## config.mk

```make
export PLATFORM = sky130hd
export DESIGN_NAME = pipeline_cpu
export DESIGN_NICKNAME = d
export VERILOG_FILES = /design/src/cpu_pkg.sv /design/src/pipeline_cpu.sv /design/src/alu.sv /design/src/reg_file.sv /design/src/hazard_unit.sv /design/src/decode_ctrl.sv
export VERILOG_INCLUDE_DIRS = /design/src
export SDC_FILE = /design/constraint.sdc
export NUM_CORES = 2
export LEC_CHECK = 0
export BUFFER_PORTS_ARGS = -buffer_cell sky130_fd_sc_hd__buf_2
export CAP_MARGIN = 20
export CORE_ASPECT_RATIO = 1.25
export CORE_MARGIN = 5
export CORE_UTILIZATION = 45
export CTS_CLUSTER_DIAMETER = 100
export DETAILED_ROUTE_END_ITERATION = 12
export GPL_ROUTABILITY_DRIVEN = 1
export PLACE_DENSITY = 0.59
export SYNTH_ARGS = -nofsm -noshare
export SYNTH_HDL_FRONTEND = slang
export SYNTH_SLANG_ARGS = --single-unit
```

## constraint.sdc

```tcl
create_clock -name clk -period 52.8 [get_ports clk]
set_clock_uncertainty 0.05 [all_clocks]
set_input_delay 10.56 -clock clk [delete_from_list [all_inputs] [get_ports clk]]
set_output_delay 10.56 -clock clk [all_outputs]
set_load 0.01 [all_outputs]
```

## src/cpu_params.svh

```systemverilog
`ifndef CPU_PARAMS_SVH
`define CPU_PARAMS_SVH

// Datapath and address width
`define CPU_XLEN 32

// Register file geometry
`define CPU_REG_COUNT 32
`define CPU_REG_AW 5

// Fetch sequencing
`define CPU_RESET_PC 32'h0000_0000
`define CPU_PC_STEP 32'd4

`endif
```

## src/cpu_pkg.sv

```systemverilog
`include "cpu_params.svh"

package cpu_pkg;

    ////////////////////////////////////////////////////////////
    // Instruction encodings
    ////////////////////////////////////////////////////////////

    typedef enum logic [5:0] {
        OP_SPECIAL = 6'h00,
        OP_J       = 6'h02,
        OP_BEQ     = 6'h04,
        OP_BNE     = 6'h05,
        OP_ADDI    = 6'h08,
        OP_ANDI    = 6'h0c,
        OP_ORI     = 6'h0d,
        OP_LUI     = 6'h0f,
        OP_LW      = 6'h23,
        OP_SW      = 6'h2b
    } opcode_e;

    typedef enum logic [5:0] {
        FN_SLL = 6'h00,
        FN_SRL = 6'h02,
        FN_ADD = 6'h20,
        FN_SUB = 6'h22,
        FN_AND = 6'h24,
        FN_OR  = 6'h25,
        FN_XOR = 6'h26,
        FN_SLT = 6'h2a
    } funct_e;

    typedef enum logic [3:0] {
        ALU_ADD, ALU_SUB, ALU_AND, ALU_OR, ALU_XOR,
        ALU_SLT, ALU_SLL, ALU_SRL, ALU_LUI
    } alu_op_e;

    // Where a decode operand comes from
    typedef enum logic [1:0] {
        FWD_REG, FWD_EX, FWD_MEM, FWD_LOAD
    } fwd_sel_e;

    ////////////////////////////////////////////////////////////
    // Control and pipeline payloads
    ////////////////////////////////////////////////////////////

    typedef struct packed {
        alu_op_e alu_op;
        logic    sel_sa;
        logic    sel_imm;
        logic    sign_ext;
        logic    dest_rt;
        logic    reg_write;
        logic    mem_read;
        logic    mem_write;
        logic    branch_eq;
        logic    branch_ne;
        logic    jump;
    } ctrl_t;

    typedef struct packed {
        logic [`CPU_XLEN-1:0] addr;
        logic [`CPU_XLEN-1:0] wdata;
        logic                 re;
        logic                 we;
    } dmem_req_t;

    typedef struct packed {
        logic [`CPU_XLEN-1:0]   a;
        logic [`CPU_XLEN-1:0]   b;
        logic [`CPU_XLEN-1:0]   imm;
        logic [`CPU_REG_AW-1:0] dest;
        alu_op_e                alu_op;
        logic                   sel_imm;
        logic                   reg_write;
        logic                   mem_read;
        logic                   mem_write;
    } ex_stage_t;

    typedef struct packed {
        logic [`CPU_XLEN-1:0]   result;
        logic [`CPU_XLEN-1:0]   wdata;
        logic [`CPU_REG_AW-1:0] dest;
        logic                   reg_write;
        logic                   mem_read;
        logic                   mem_write;
    } mem_stage_t;

    typedef struct packed {
        logic [`CPU_XLEN-1:0]   result;
        logic [`CPU_XLEN-1:0]   load_data;
        logic [`CPU_REG_AW-1:0] dest;
        logic                   reg_write;
        logic                   mem_read;
    } wb_stage_t;

endpackage

```

## src/pipeline_cpu.sv

```systemverilog
`timescale 1ns/1ps
`include "cpu_params.svh"

module pipeline_cpu (
    input  logic                 clk,
    input  logic                 rst,
    output logic [`CPU_XLEN-1:0] pcaddr,
    input  logic [`CPU_XLEN-1:0] inst,
    output cpu_pkg::dmem_req_t   dmem,
    input  logic [`CPU_XLEN-1:0] rdata
);

    logic [`CPU_XLEN-1:0]   pc;
    logic [`CPU_XLEN-1:0]   pc_plus4;
    logic [`CPU_XLEN-1:0]   next_pc;
    logic [`CPU_XLEN-1:0]   id_inst;
    logic [`CPU_XLEN-1:0]   id_pc4;
    logic [`CPU_REG_AW-1:0] rs;
    logic [`CPU_REG_AW-1:0] rt;
    logic [`CPU_REG_AW-1:0] rd;
    logic [4:0]             shamt;
    logic [15:0]            imm;
    logic [`CPU_XLEN-1:0]   imm_ext;
    logic [`CPU_XLEN-1:0]   br_target;
    logic [`CPU_XLEN-1:0]   j_target;
    logic                   br_taken;
    logic                   use_rs;
    logic                   use_rt;
    logic                   stall;
    logic [`CPU_XLEN-1:0]   rf_a;
    logic [`CPU_XLEN-1:0]   rf_b;
    logic [`CPU_XLEN-1:0]   opa;
    logic [`CPU_XLEN-1:0]   opb;
    logic [`CPU_XLEN-1:0]   alu_b;
    logic [`CPU_XLEN-1:0]   ex_result;
    logic [`CPU_XLEN-1:0]   wb_data;
    cpu_pkg::ctrl_t         ctrl;
    cpu_pkg::fwd_sel_e      fwd_a;
    cpu_pkg::fwd_sel_e      fwd_b;
    cpu_pkg::ex_stage_t     ex_d;
    cpu_pkg::ex_stage_t     ex_q;
    cpu_pkg::mem_stage_t    mem_d;
    cpu_pkg::mem_stage_t    mem_q;
    cpu_pkg::wb_stage_t     wb_d;
    cpu_pkg::wb_stage_t     wb_q;

    function automatic logic [`CPU_XLEN-1:0] fwd_mux(
        input cpu_pkg::fwd_sel_e    sel,
        input logic [`CPU_XLEN-1:0] reg_val,
        input logic [`CPU_XLEN-1:0] ex_val,
        input logic [`CPU_XLEN-1:0] mem_val,
        input logic [`CPU_XLEN-1:0] load_val
    );
        case (sel)
            cpu_pkg::FWD_EX:   return ex_val;
            cpu_pkg::FWD_MEM:  return mem_val;
            cpu_pkg::FWD_LOAD: return load_val;
            default:           return reg_val;
        endcase
    endfunction

    ////////////////////////////////////////////////////////////
    // Fetch
    ////////////////////////////////////////////////////////////

    assign pc_plus4 = pc + `CPU_PC_STEP;
    assign pcaddr   = pc;

    // Redirect takes effect after the delay slot already being fetched
    always_comb begin
        if (ctrl.jump) begin
            next_pc = j_target;
        end else if (br_taken) begin
            next_pc = br_target;
        end else begin
            next_pc = pc_plus4;
        end
    end

    // PC and fetch register freeze on a load-use stall
    always_ff @(posedge clk or posedge rst) begin
        if (rst) begin
            pc      <= `CPU_RESET_PC;
            id_inst <= '0;
            id_pc4  <= '0;
        end else if (!stall) begin
            pc      <= next_pc;
            id_inst <= inst;
            id_pc4  <= pc_plus4;
        end
    end

    ////////////////////////////////////////////////////////////
    // Decode
    ////////////////////////////////////////////////////////////

    assign rs    = id_inst[25:21];
    assign rt    = id_inst[20:16];
    assign rd    = id_inst[15:11];
    assign shamt = id_inst[10:6];
    assign imm   = id_inst[15:0];

    decode_ctrl i_decode_ctrl (
        .op    (cpu_pkg::opcode_e'(id_inst[31:26])),
        .funct (cpu_pkg::funct_e'(id_inst[5:0])),
        .ctrl  (ctrl)
    );

    assign use_rs = (ctrl.reg_write && !ctrl.sel_sa && ctrl.alu_op != cpu_pkg::ALU_LUI)
                    || ctrl.mem_write || ctrl.branch_eq || ctrl.branch_ne;
    assign use_rt = (ctrl.reg_write && !ctrl.sel_imm)
                    || ctrl.mem_write || ctrl.branch_eq || ctrl.branch_ne;

    hazard_unit i_hazard_unit (
        .rs        (rs),
        .rt        (rt),
        .use_rs    (use_rs),
        .use_rt    (use_rt),
        .ex_dest   (ex_q.dest),
        .mem_dest  (mem_q.dest),
        .ex_write  (ex_q.reg_write),
        .ex_load   (ex_q.mem_read),
        .mem_write (mem_q.reg_write),
        .mem_load  (mem_q.mem_read),
        .fwd_a     (fwd_a),
        .fwd_b     (fwd_b),
        .stall     (stall)
    );

    reg_file i_reg_file (
        .clk     (clk),
        .rst     (rst),
        .raddr_a (rs),
        .raddr_b (rt),
        .waddr   (wb_q.dest),
        .wdata   (wb_data),
        .we      (wb_q.reg_write),
        .rdata_a (rf_a),
        .rdata_b (rf_b)
    );

    assign opa = fwd_mux(fwd_a, rf_a, ex_result, mem_q.result, rdata);
    assign opb = fwd_mux(fwd_b, rf_b, ex_result, mem_q.result, rdata);

    assign imm_ext   = {{16{ctrl.sign_ext & imm[15]}}, imm};
    assign br_target = id_pc4 + {{14{imm[15]}}, imm, 2'b00};
    assign j_target  = {id_pc4[31:28], id_inst[25:0], 2'b00};
    assign br_taken  = (ctrl.branch_eq && opa == opb) || (ctrl.branch_ne && opa != opb);

    // Bubble into execute while stalled
    always_comb begin
        ex_d.a         = ctrl.sel_sa ? {{(`CPU_XLEN-5){1'b0}}, shamt} : opa;
        ex_d.b         = opb;
        ex_d.imm       = imm_ext;
        ex_d.dest      = ctrl.dest_rt ? rt : rd;
        ex_d.alu_op    = ctrl.alu_op;
        ex_d.sel_imm   = ctrl.sel_imm;
        ex_d.reg_write = ctrl.reg_write && !stall;
        ex_d.mem_read  = ctrl.mem_read && !stall;
        ex_d.mem_write = ctrl.mem_write && !stall;
    end

    ////////////////////////////////////////////////////////////
    // Execute, memory and write-back
    ////////////////////////////////////////////////////////////

    assign alu_b = ex_q.sel_imm ? ex_q.imm : ex_q.b;

    alu i_alu (
        .a      (ex_q.a),
        .b      (alu_b),
        .op     (ex_q.alu_op),
        .result (ex_result)
    );

    always_comb begin
        mem_d.result    = ex_result;
        mem_d.wdata     = ex_q.b;
        mem_d.dest      = ex_q.dest;
        mem_d.reg_write = ex_q.reg_write;
        mem_d.mem_read  = ex_q.mem_read;
        mem_d.mem_write = ex_q.mem_write;
    end

    assign dmem.addr  = mem_q.result;
    assign dmem.wdata = mem_q.wdata;
    assign dmem.re    = mem_q.mem_read;
    assign dmem.we    = mem_q.mem_write;

    always_comb begin
        wb_d.result    = mem_q.result;
        wb_d.load_data = rdata;
        wb_d.dest      = mem_q.dest;
        wb_d.reg_write = mem_q.reg_write;
        wb_d.mem_read  = mem_q.mem_read;
    end

    always_ff @(posedge clk or posedge rst) begin
        if (rst) begin
            ex_q  <= '0;
            mem_q <= '0;
            wb_q  <= '0;
        end else begin
            ex_q  <= ex_d;
            mem_q <= mem_d;
            wb_q  <= wb_d;
        end
    end

    assign wb_data = wb_q.mem_read ? wb_q.load_data : wb_q.result;

endmodule

```

## src/alu.sv

```systemverilog
`timescale 1ns/1ps
`include "cpu_params.svh"

module alu (
    input  logic [`CPU_XLEN-1:0] a,
    input  logic [`CPU_XLEN-1:0] b,
    input  cpu_pkg::alu_op_e     op,
    output logic [`CPU_XLEN-1:0] result
);

    logic less;

    assign less = $signed(a) < $signed(b);

    always_comb begin
        case (op)
            cpu_pkg::ALU_ADD: result = a + b;
            cpu_pkg::ALU_SUB: result = a - b;
            cpu_pkg::ALU_AND: result = a & b;
            cpu_pkg::ALU_OR:  result = a | b;
            cpu_pkg::ALU_XOR: result = a ^ b;
            cpu_pkg::ALU_SLT: result = {{(`CPU_XLEN-1){1'b0}}, less};
            // Shift amount arrives on a
            cpu_pkg::ALU_SLL: result = b << a[4:0];
            cpu_pkg::ALU_SRL: result = b >> a[4:0];
            cpu_pkg::ALU_LUI: result = b << 16;
            default:          result = '0;
        endcase
    end

endmodule

```

## src/reg_file.sv

```systemverilog
`timescale 1ns/1ps
`include "cpu_params.svh"

module reg_file (
    input  logic                   clk,
    input  logic                   rst,
    input  logic [`CPU_REG_AW-1:0] raddr_a,
    input  logic [`CPU_REG_AW-1:0] raddr_b,
    input  logic [`CPU_REG_AW-1:0] waddr,
    input  logic [`CPU_XLEN-1:0]   wdata,
    input  logic                   we,
    output logic [`CPU_XLEN-1:0]   rdata_a,
    output logic [`CPU_XLEN-1:0]   rdata_b
);

    logic [`CPU_XLEN-1:0] regs [`CPU_REG_COUNT];

    // Written mid-cycle so decode sees the value in the same cycle
    always_ff @(negedge clk or posedge rst) begin
        if (rst) begin
            for (int i = 0; i < `CPU_REG_COUNT; i++) begin
                regs[i] <= '0;
            end
        end else if (we && waddr != '0) begin
            regs[waddr] <= wdata;
        end
    end

    assign rdata_a = (raddr_a == '0) ? '0 : regs[raddr_a];
    assign rdata_b = (raddr_b == '0) ? '0 : regs[raddr_b];

endmodule

```

## src/hazard_unit.sv

```systemverilog
`timescale 1ns/1ps
`include "cpu_params.svh"

module hazard_unit (
    input  logic [`CPU_REG_AW-1:0] rs,
    input  logic [`CPU_REG_AW-1:0] rt,
    input  logic                   use_rs,
    input  logic                   use_rt,
    input  logic [`CPU_REG_AW-1:0] ex_dest,
    input  logic [`CPU_REG_AW-1:0] mem_dest,
    input  logic                   ex_write,
    input  logic                   ex_load,
    input  logic                   mem_write,
    input  logic                   mem_load,
    output cpu_pkg::fwd_sel_e      fwd_a,
    output cpu_pkg::fwd_sel_e      fwd_b,
    output logic                   stall
);

    logic ex_hit_a;
    logic ex_hit_b;
    logic mem_hit_a;
    logic mem_hit_b;

    // Register zero is hardwired and never forwards
    assign ex_hit_a  = use_rs && rs != '0 && ex_write && ex_dest == rs;
    assign ex_hit_b  = use_rt && rt != '0 && ex_write && ex_dest == rt;
    assign mem_hit_a = use_rs && rs != '0 && mem_write && mem_dest == rs;
    assign mem_hit_b = use_rt && rt != '0 && mem_write && mem_dest == rt;

    // Youngest producer wins
    function automatic cpu_pkg::fwd_sel_e pick(input logic ex_hit, input logic mem_hit);
        cpu_pkg::fwd_sel_e sel;
        if (ex_hit) begin
            sel = cpu_pkg::FWD_EX;
        end else if (mem_hit) begin
            sel = mem_load ? cpu_pkg::FWD_LOAD : cpu_pkg::FWD_MEM;
        end else begin
            sel = cpu_pkg::FWD_REG;
        end
        return sel;
    endfunction

    assign fwd_a = pick(ex_hit_a, mem_hit_a);
    assign fwd_b = pick(ex_hit_b, mem_hit_b);

    // Load data is not ready until the memory stage
    assign stall = ex_load && (ex_hit_a || ex_hit_b);

endmodule

```

## src/decode_ctrl.sv

```systemverilog
`timescale 1ns/1ps

module decode_ctrl (
    input  cpu_pkg::opcode_e op,
    input  cpu_pkg::funct_e  funct,
    output cpu_pkg::ctrl_t   ctrl
);

    always_comb begin
        // Anything not recognized stays a bubble
        ctrl = '0;
        case (op)
            cpu_pkg::OP_SPECIAL: begin
                ctrl.reg_write = 1'b1;
                case (funct)
                    cpu_pkg::FN_ADD: ctrl.alu_op = cpu_pkg::ALU_ADD;
                    cpu_pkg::FN_SUB: ctrl.alu_op = cpu_pkg::ALU_SUB;
                    cpu_pkg::FN_AND: ctrl.alu_op = cpu_pkg::ALU_AND;
                    cpu_pkg::FN_OR:  ctrl.alu_op = cpu_pkg::ALU_OR;
                    cpu_pkg::FN_XOR: ctrl.alu_op = cpu_pkg::ALU_XOR;
                    cpu_pkg::FN_SLT: ctrl.alu_op = cpu_pkg::ALU_SLT;
                    cpu_pkg::FN_SLL: begin
                        ctrl.alu_op = cpu_pkg::ALU_SLL;
                        ctrl.sel_sa = 1'b1;
                    end
                    cpu_pkg::FN_SRL: begin
                        ctrl.alu_op = cpu_pkg::ALU_SRL;
                        ctrl.sel_sa = 1'b1;
                    end
                    default: ctrl.reg_write = 1'b0;
                endcase
            end
            cpu_pkg::OP_ADDI: begin
                ctrl.alu_op    = cpu_pkg::ALU_ADD;
                ctrl.sel_imm   = 1'b1;
                ctrl.sign_ext  = 1'b1;
                ctrl.dest_rt   = 1'b1;
                ctrl.reg_write = 1'b1;
            end
            cpu_pkg::OP_ANDI: begin
                ctrl.alu_op    = cpu_pkg::ALU_AND;
                ctrl.sel_imm   = 1'b1;
                ctrl.dest_rt   = 1'b1;
                ctrl.reg_write = 1'b1;
            end
            cpu_pkg::OP_ORI: begin
                ctrl.alu_op    = cpu_pkg::ALU_OR;
                ctrl.sel_imm   = 1'b1;
                ctrl.dest_rt   = 1'b1;
                ctrl.reg_write = 1'b1;
            end
            cpu_pkg::OP_LUI: begin
                ctrl.alu_op    = cpu_pkg::ALU_LUI;
                ctrl.sel_imm   = 1'b1;
                ctrl.dest_rt   = 1'b1;
                ctrl.reg_write = 1'b1;
            end
            // Loads and stores add a signed offset to rs
            cpu_pkg::OP_LW: begin
                ctrl.sel_imm   = 1'b1;
                ctrl.sign_ext  = 1'b1;
                ctrl.dest_rt   = 1'b1;
                ctrl.reg_write = 1'b1;
                ctrl.mem_read  = 1'b1;
            end
            cpu_pkg::OP_SW: begin
                ctrl.sel_imm   = 1'b1;
                ctrl.sign_ext  = 1'b1;
                ctrl.mem_write = 1'b1;
            end
            cpu_pkg::OP_BEQ: ctrl.branch_eq = 1'b1;
            cpu_pkg::OP_BNE: ctrl.branch_ne = 1'b1;
            cpu_pkg::OP_J:   ctrl.jump      = 1'b1;
            default: ;
        endcase
    end

endmodule

```

# Yosys cells after proc, flatten, opt, wreduce, memory -nomap -nowiden
# Cells that the tools add are included.
[word_totals] ff_bits=1357 inputBits=66 out_inout_bits=98 elab_cells=194
[classes] addsub=4 order_cmp=5 eq_ne=37 n_shift=2 n_mux=39 n_bitwise=7 n_reduce_logical=45
[op_table] operator="bitwise mux 1024 bit" n=1
[op_table] operator="two-way mux 32 bit" n=12
[op_table] operator="binary-select mux 32 bit (select 5 bit)" n=2
[op_table] operator="case mux 32 bit (9 select lines)" n=1
[op_table] operator="case mux 32 bit (3 select lines)" n=2
[op_table] operator="demux 32 bit (select 5 bit)" n=1
[op_table] operator="adder 32 bit" n=2
[op_table] operator="== test 6 bit (second input constant)" n=8
[op_table] operator="adder 32 x 3 -> 32 bit (second input constant)" n=1
[op_table] operator="AND 32 bit" n=1
[op_table] operator="== test 32 bit" n=1
[op_table] operator="< comparator 32 bit" n=1
[op_table] operator="inequality test 32 bit" n=1
[op_table] operator="OR 32 bit" n=1
[op_table] operator="left shift 32 x 5 -> 32 bit" n=1
[op_table] operator="right shift 32 x 5 -> 32 bit" n=1
[op_table] operator="subtractor 32 bit" n=1
[op_table] operator="bitwise XOR 32 bit" n=1
[op_table] operator="== test 6 x 4 -> 1 bit (second input constant)" n=4
[op_table] operator="logical AND 1 bit" n=21
[op_table] operator="case mux 3 bit (7 select lines)" n=1
[op_table] operator="== test 5 bit" n=4
[op_table] operator=">= comparator 6 bit (second input constant)" n=3
[op_table] operator="NOT 5 -> 6 bit" n=3
[op_table] operator="27 further kinds" n=64

# Longest topological paths before layout
[depth] ltp_word=22 mapped_depth=28 depth_no_buf=20

# By module
# A second synthesis with hierarchy kept.
[unflattened] hier_cells=6245 hier_area_um2=79065.8
[modules_own_cells] mod="reg_file" n_inst=1 cells_each=3728 area_each_um2=54561.1 seq_area_each_um2=25624.6
[modules_own_cells] mod="pipeline_cpu" n_inst=1 cells_each=1167 area_each_um2=15438.6 seq_area_each_um2=8333.0
[modules_own_cells] mod="alu" n_inst=1 cells_each=1259 area_each_um2=8466.9 seq_area_each_um2=0.0
[modules_own_cells] mod="decode_ctrl" n_inst=1 cells_each=50 area_each_um2=300.3 seq_area_each_um2=0.0
[modules_own_cells] mod="hazard_unit" n_inst=1 cells_each=41 area_each_um2=299.0 seq_area_each_um2=0.0

==> out/results.env <==
NETSWITCHINGFRACTION_PCT=33.6
WORSTHOLDPATHCELLS=0
SYNTHTOLAYOUTAREAGROWTH_PCT=10.3
POST_SYNTHESIS_SEQUENTIAL_ELEMENT_COUNT=1357
MAX_SLEW.WORST_PIN.SLEW_PS=1190
SEQUENTIALPOWERSHARE_PCT=41.0
GRT_USE_MET1_PCT=43.5
GRT_FIRST_PASS_WIRELENGTH_UM=466000
MIN-DELAY-PATH-CLASS='reg2reg'
CELLLEAKAGEPOWER_nW=37.1
AVGVIACOUNTPERCELL=6.58
DRTANTENNAVIOLNETS=0
P_TOTAL_W=0.00310
POST_CTS_RESIZED=0
REMAINING_DRC_ERRORS=0
CORE_UM2=174000
GRT_USAGE_PCT=35.1
POWER.CLOCK.FRACTION_PCT=34.1
CLKLATENCYLATEPIN_PS=820
TRITONCTS='yes'
ROUTED_WIRE_LENGTH_PER_INSTANCE_UM=32.7
LAYOUT.CELLS.MOST_COMMON='sky130_fd_sc_hd__dfrtn_1'
POWER_SWITCHING_W=0.00104
MAX_CAP_VIOL_COUNT=0
DP_HPWL_UM=212000
CP.ARRIVAL_PS=14970
CP_MAX_FO=143
COUNT_OF_VIAS_PLACED_BY_THE_DETAILED_ROUTER=65300
FIN_NETS=7645
CTS_HOLD_REPAIR.BUFFERS=0
PORTION_OF_TOTAL_POWER_ATTRIBUTED_TO_COMBINATIONAL_LOGIC_PCT=24.9
GRT-BUSIEST-LAYER='met2'
FILL_CELLS=15800
NUM_IO_PINS=164
ROUTABILITY_CONG=1.05
IRDROPWORSTVDD_uV=35.6
NUMBER_OF_HOLD_VIOLATIONS_IN_THE_FINAL_REPORT=0
SYNTH_ASYNC_SR_FLOP_SHARE_PCT=100
YOSYS_WARNINGS=0
POST_SYNTH_NUM_CELL_TYPES=106
LAYOUT.CELLS.MOST_COMMON_LIST='1024 x sky130_fd_sc_hd__dfrtn_1, 808 x sky130_fd_sc_hd__nand2_1, 807 x sky130_fd_sc_hd__a21oi_1'
DRT_FIRST_PASS_ITERS=6
SYNTHESIS.INSTANCES=7608
CELLPOWERDENSITY_nW_PER_UM2=35.7
TIMING.FINAL.SETUP_VIOLATIONS=0
POWER_REPORT.INTERNAL_TOTAL_W=0.00206
POST-CTS-SETUP-BUFFERS=0
ENDPOINT_TYPE_OF_THE_WORST_SETUP_PATH='async pin'
HTREE_NUM_LEVELS=4
NUMBER_OF_CORE_ROWS=171
CLOCK_TREE.ROOT_CELL='sky130_fd_sc_hd__clkbuf_16'
UNREPAIRED_SETUP_ENDPOINTS_AFTER_GLOBAL_ROUTING='no'
PATH_CLASS='in2async'
STARTING_UTILIZATION_OF_THE_CORE_AREA_PCT=45.3
FF2FF_PATH_DEPTH=14
ROUTED_WIRELENGTH_UM=324000
SYN_AREA_PER_CELL_UM2=10.3
SLEW-LIMIT-HEADROOM_PCT=18.6
PLACEMENT.IO_BUFFERS=163
PLACE_WS_PS=11340
RUN_STATUS='complete, no violations'
SYNTH_AREA_UM2=78700
CP.REQUIRED_PS=27140
GRT.MET3_USAGE_PCT=8.60
FINAL.HOLD.WORST_SLACK_PS=278
ANTENNA_FOUND_INITIAL=29
PIN_COUNT_OF_THE_BIGGEST_NET_ENTERING_GLOBAL_ROUTING=154
DIEAREA_UM2=183000
MAX-CLOCK-PATH-BUFFERS=3
SYNTHESIS.NETS=7804
FIRST_GLOBAL_VIAS=63400
DRT_FIRST_ITER_VIOLATIONS=7752
CHIPWIDTH_UM=384
SYNTH-SEQ-AREA-SHARE_PCT=43.1
CTS_SINKS=1357
CTS-BUFFERS-INSERTED=144
FINAL_REPORT_MAX_SLEW_VIOLATION_COUNT=0
SHARE_OF_POST_ROUTE_CELLS_WITH_DRIVE_STRENGTH_ABOVE_1_PCT=19.3
SYNTH-MAIN-FF-CELL='sky130_fd_sc_hd__dfrtn_1'
POST-ROUTE-WORST-SETUP-SLACK_PS=12160
DIE_H_UM=478
CLKSLEWWORSTSETUPHOLDPATHS_PS=50
GRT_OVERFLOW_TOTAL=0
SYNTH-EDFF-COUNT=0
GROUTE.LAYER.MET2.USAGE_PCT=54.4
LAYOUT.CORE_UTILIZATION_PCT=49.9
WORSTSETUPSTARTPOINTTYPE='primary input'
-- power by group through the flow --
stage          sequential, W  combinational, W  clock [W]
6_report             0.00127          0.000773    0.00106
5_1_grt              0.00128          0.000826    0.00111
4_1_cts              0.00127          0.000750    0.00107
3_5_place_dp         0.00128          0.000747          0
3_3_place_gp         0.00128          0.000741          0
2_1_floorplan        0.00125          0.000507          0
-- logic make-up after synthesis --
logic type      synth area share (%)
buf+inv                         4.53
flops                           43.1
xor+xnor                        1.10
mux                             21.8
simple gates                    11.5
fa+ha+maj                       2.09
compound gates                  15.8
-- cell type report --
type | count | area, um^2 | share of cell area [%]
tap | 2335 | 2920 | 3.37
clock inverter | 47 | 523 | 0.602
sequential | 1357 | 34000 | 39.2
antenna | 20 | 50.0 | 0.0576
timing repair buffer | 403 | 2740 | 3.16
inverter | 143 | 542 | 0.624
clock buffer | 213 | 4340 | 5.00
multi-input combinational | 5400 | 41700 | 48.0
-- through the flow --
step / TNS, ps / instance area, um^2 / cells
after floorplan: -2556100 / 78700 / 7608
after global placement: 0 / 81700 / 9622
after detailed placement: 0 / 81700 / 9624
after CTS: 0 / 86600 / 9884
after global routing: 0 / 86800 / 9900
final: 0 / 86800 / 9918
-- sequential cells by signal, summed over array words and instances (netlist names) --
register	count
dmem	66
pcaddr	32
ex_q	94
mem_q	6
id_pc4	32
wb_q	71
id_inst	32
i_reg_file.regs	1024
-- layer usage --
layer	up-vias	part of all wire (%)
met5	-	0.035
met4	16	8.1
met3	1078	9.0
met2	3557	46
met1	33100	37
li1	27600	-
-- worst paths after layout --
path | start | endpoint | slack, ps
max | rst | i_reg_file.regs[964]$_DFFE_NP0P_ | 12160
min | i_reg_file.regs[1000]$_DFFE_NP0P_ | i_reg_file.regs[1000]$_DFFE_NP0P_ | 280
max reg2reg | i_reg_file.regs[287]$_DFFE_NP0P_ | pcaddr[3]$_DFFE_PP0N_ | 20250
min reg2reg | i_reg_file.regs[1000]$_DFFE_NP0P_ | i_reg_file.regs[1000]$_DFFE_NP0P_ | 280
max in group clk | i_reg_file.regs[287]$_DFFE_NP0P_ | pcaddr[3]$_DFFE_PP0N_ | 20250
min in group asynchronous | rst | wb_q[28]$_DFF_PP0_ | 10590
-- cell usage after synthesis, types with 35 or more instances --
library cell / n / share of area [%]
sky130_fd_sc_hd__a211oi_1: 47 / 0.45
sky130_fd_sc_hd__a21oi_1: 809 / 5.1
sky130_fd_sc_hd__a22oi_1: 58 / 0.55
sky130_fd_sc_hd__a31oi_1: 42 / 0.33
sky130_fd_sc_hd__buf_1: 35 / 0.17
sky130_fd_sc_hd__buf_2: 133 / 0.85
sky130_fd_sc_hd__buf_4: 41 / 0.39
sky130_fd_sc_hd__clkbuf_1: 492 / 2.3
sky130_fd_sc_hd__dfrtn_1: 1024 / 33
sky130_fd_sc_hd__dfrtp_1: 333 / 11
sky130_fd_sc_hd__ha_1: 127 / 2.0
sky130_fd_sc_hd__inv_1: 135 / 0.64
sky130_fd_sc_hd__mux2_2: 77 / 1.1
sky130_fd_sc_hd__mux2i_1: 295 / 3.8
sky130_fd_sc_hd__mux4_2: 590 / 17
sky130_fd_sc_hd__nand2_1: 824 / 3.9
sky130_fd_sc_hd__nand3_1: 97 / 0.62
sky130_fd_sc_hd__nand4_1: 35 / 0.28
sky130_fd_sc_hd__nor2_1: 799 / 3.8
sky130_fd_sc_hd__nor2b_1: 53 / 0.42
sky130_fd_sc_hd__nor3_1: 87 / 0.55
sky130_fd_sc_hd__o211ai_1: 44 / 0.42
sky130_fd_sc_hd__o21ai_0: 624 / 4.0
sky130_fd_sc_hd__o22ai_1: 97 / 0.77
sky130_fd_sc_hd__xnor2_1: 43 / 0.48
sky130_fd_sc_hd__xor2_1: 56 / 0.62
-- worst max-delay path: stages --
cell and delay (ps):
sky130_fd_sc_hd__buf_2 120, sky130_fd_sc_hd__clkinvlp_4 70, sky130_fd_sc_hd__buf_4 650, sky130_fd_sc_hd__buf_12 640, sky130_fd_sc_hd__buf_4 750, sky130_fd_sc_hd__buf_4 850
sky130_fd_sc_hd__buf_4 900
Power figures use the tool's default switching activity.
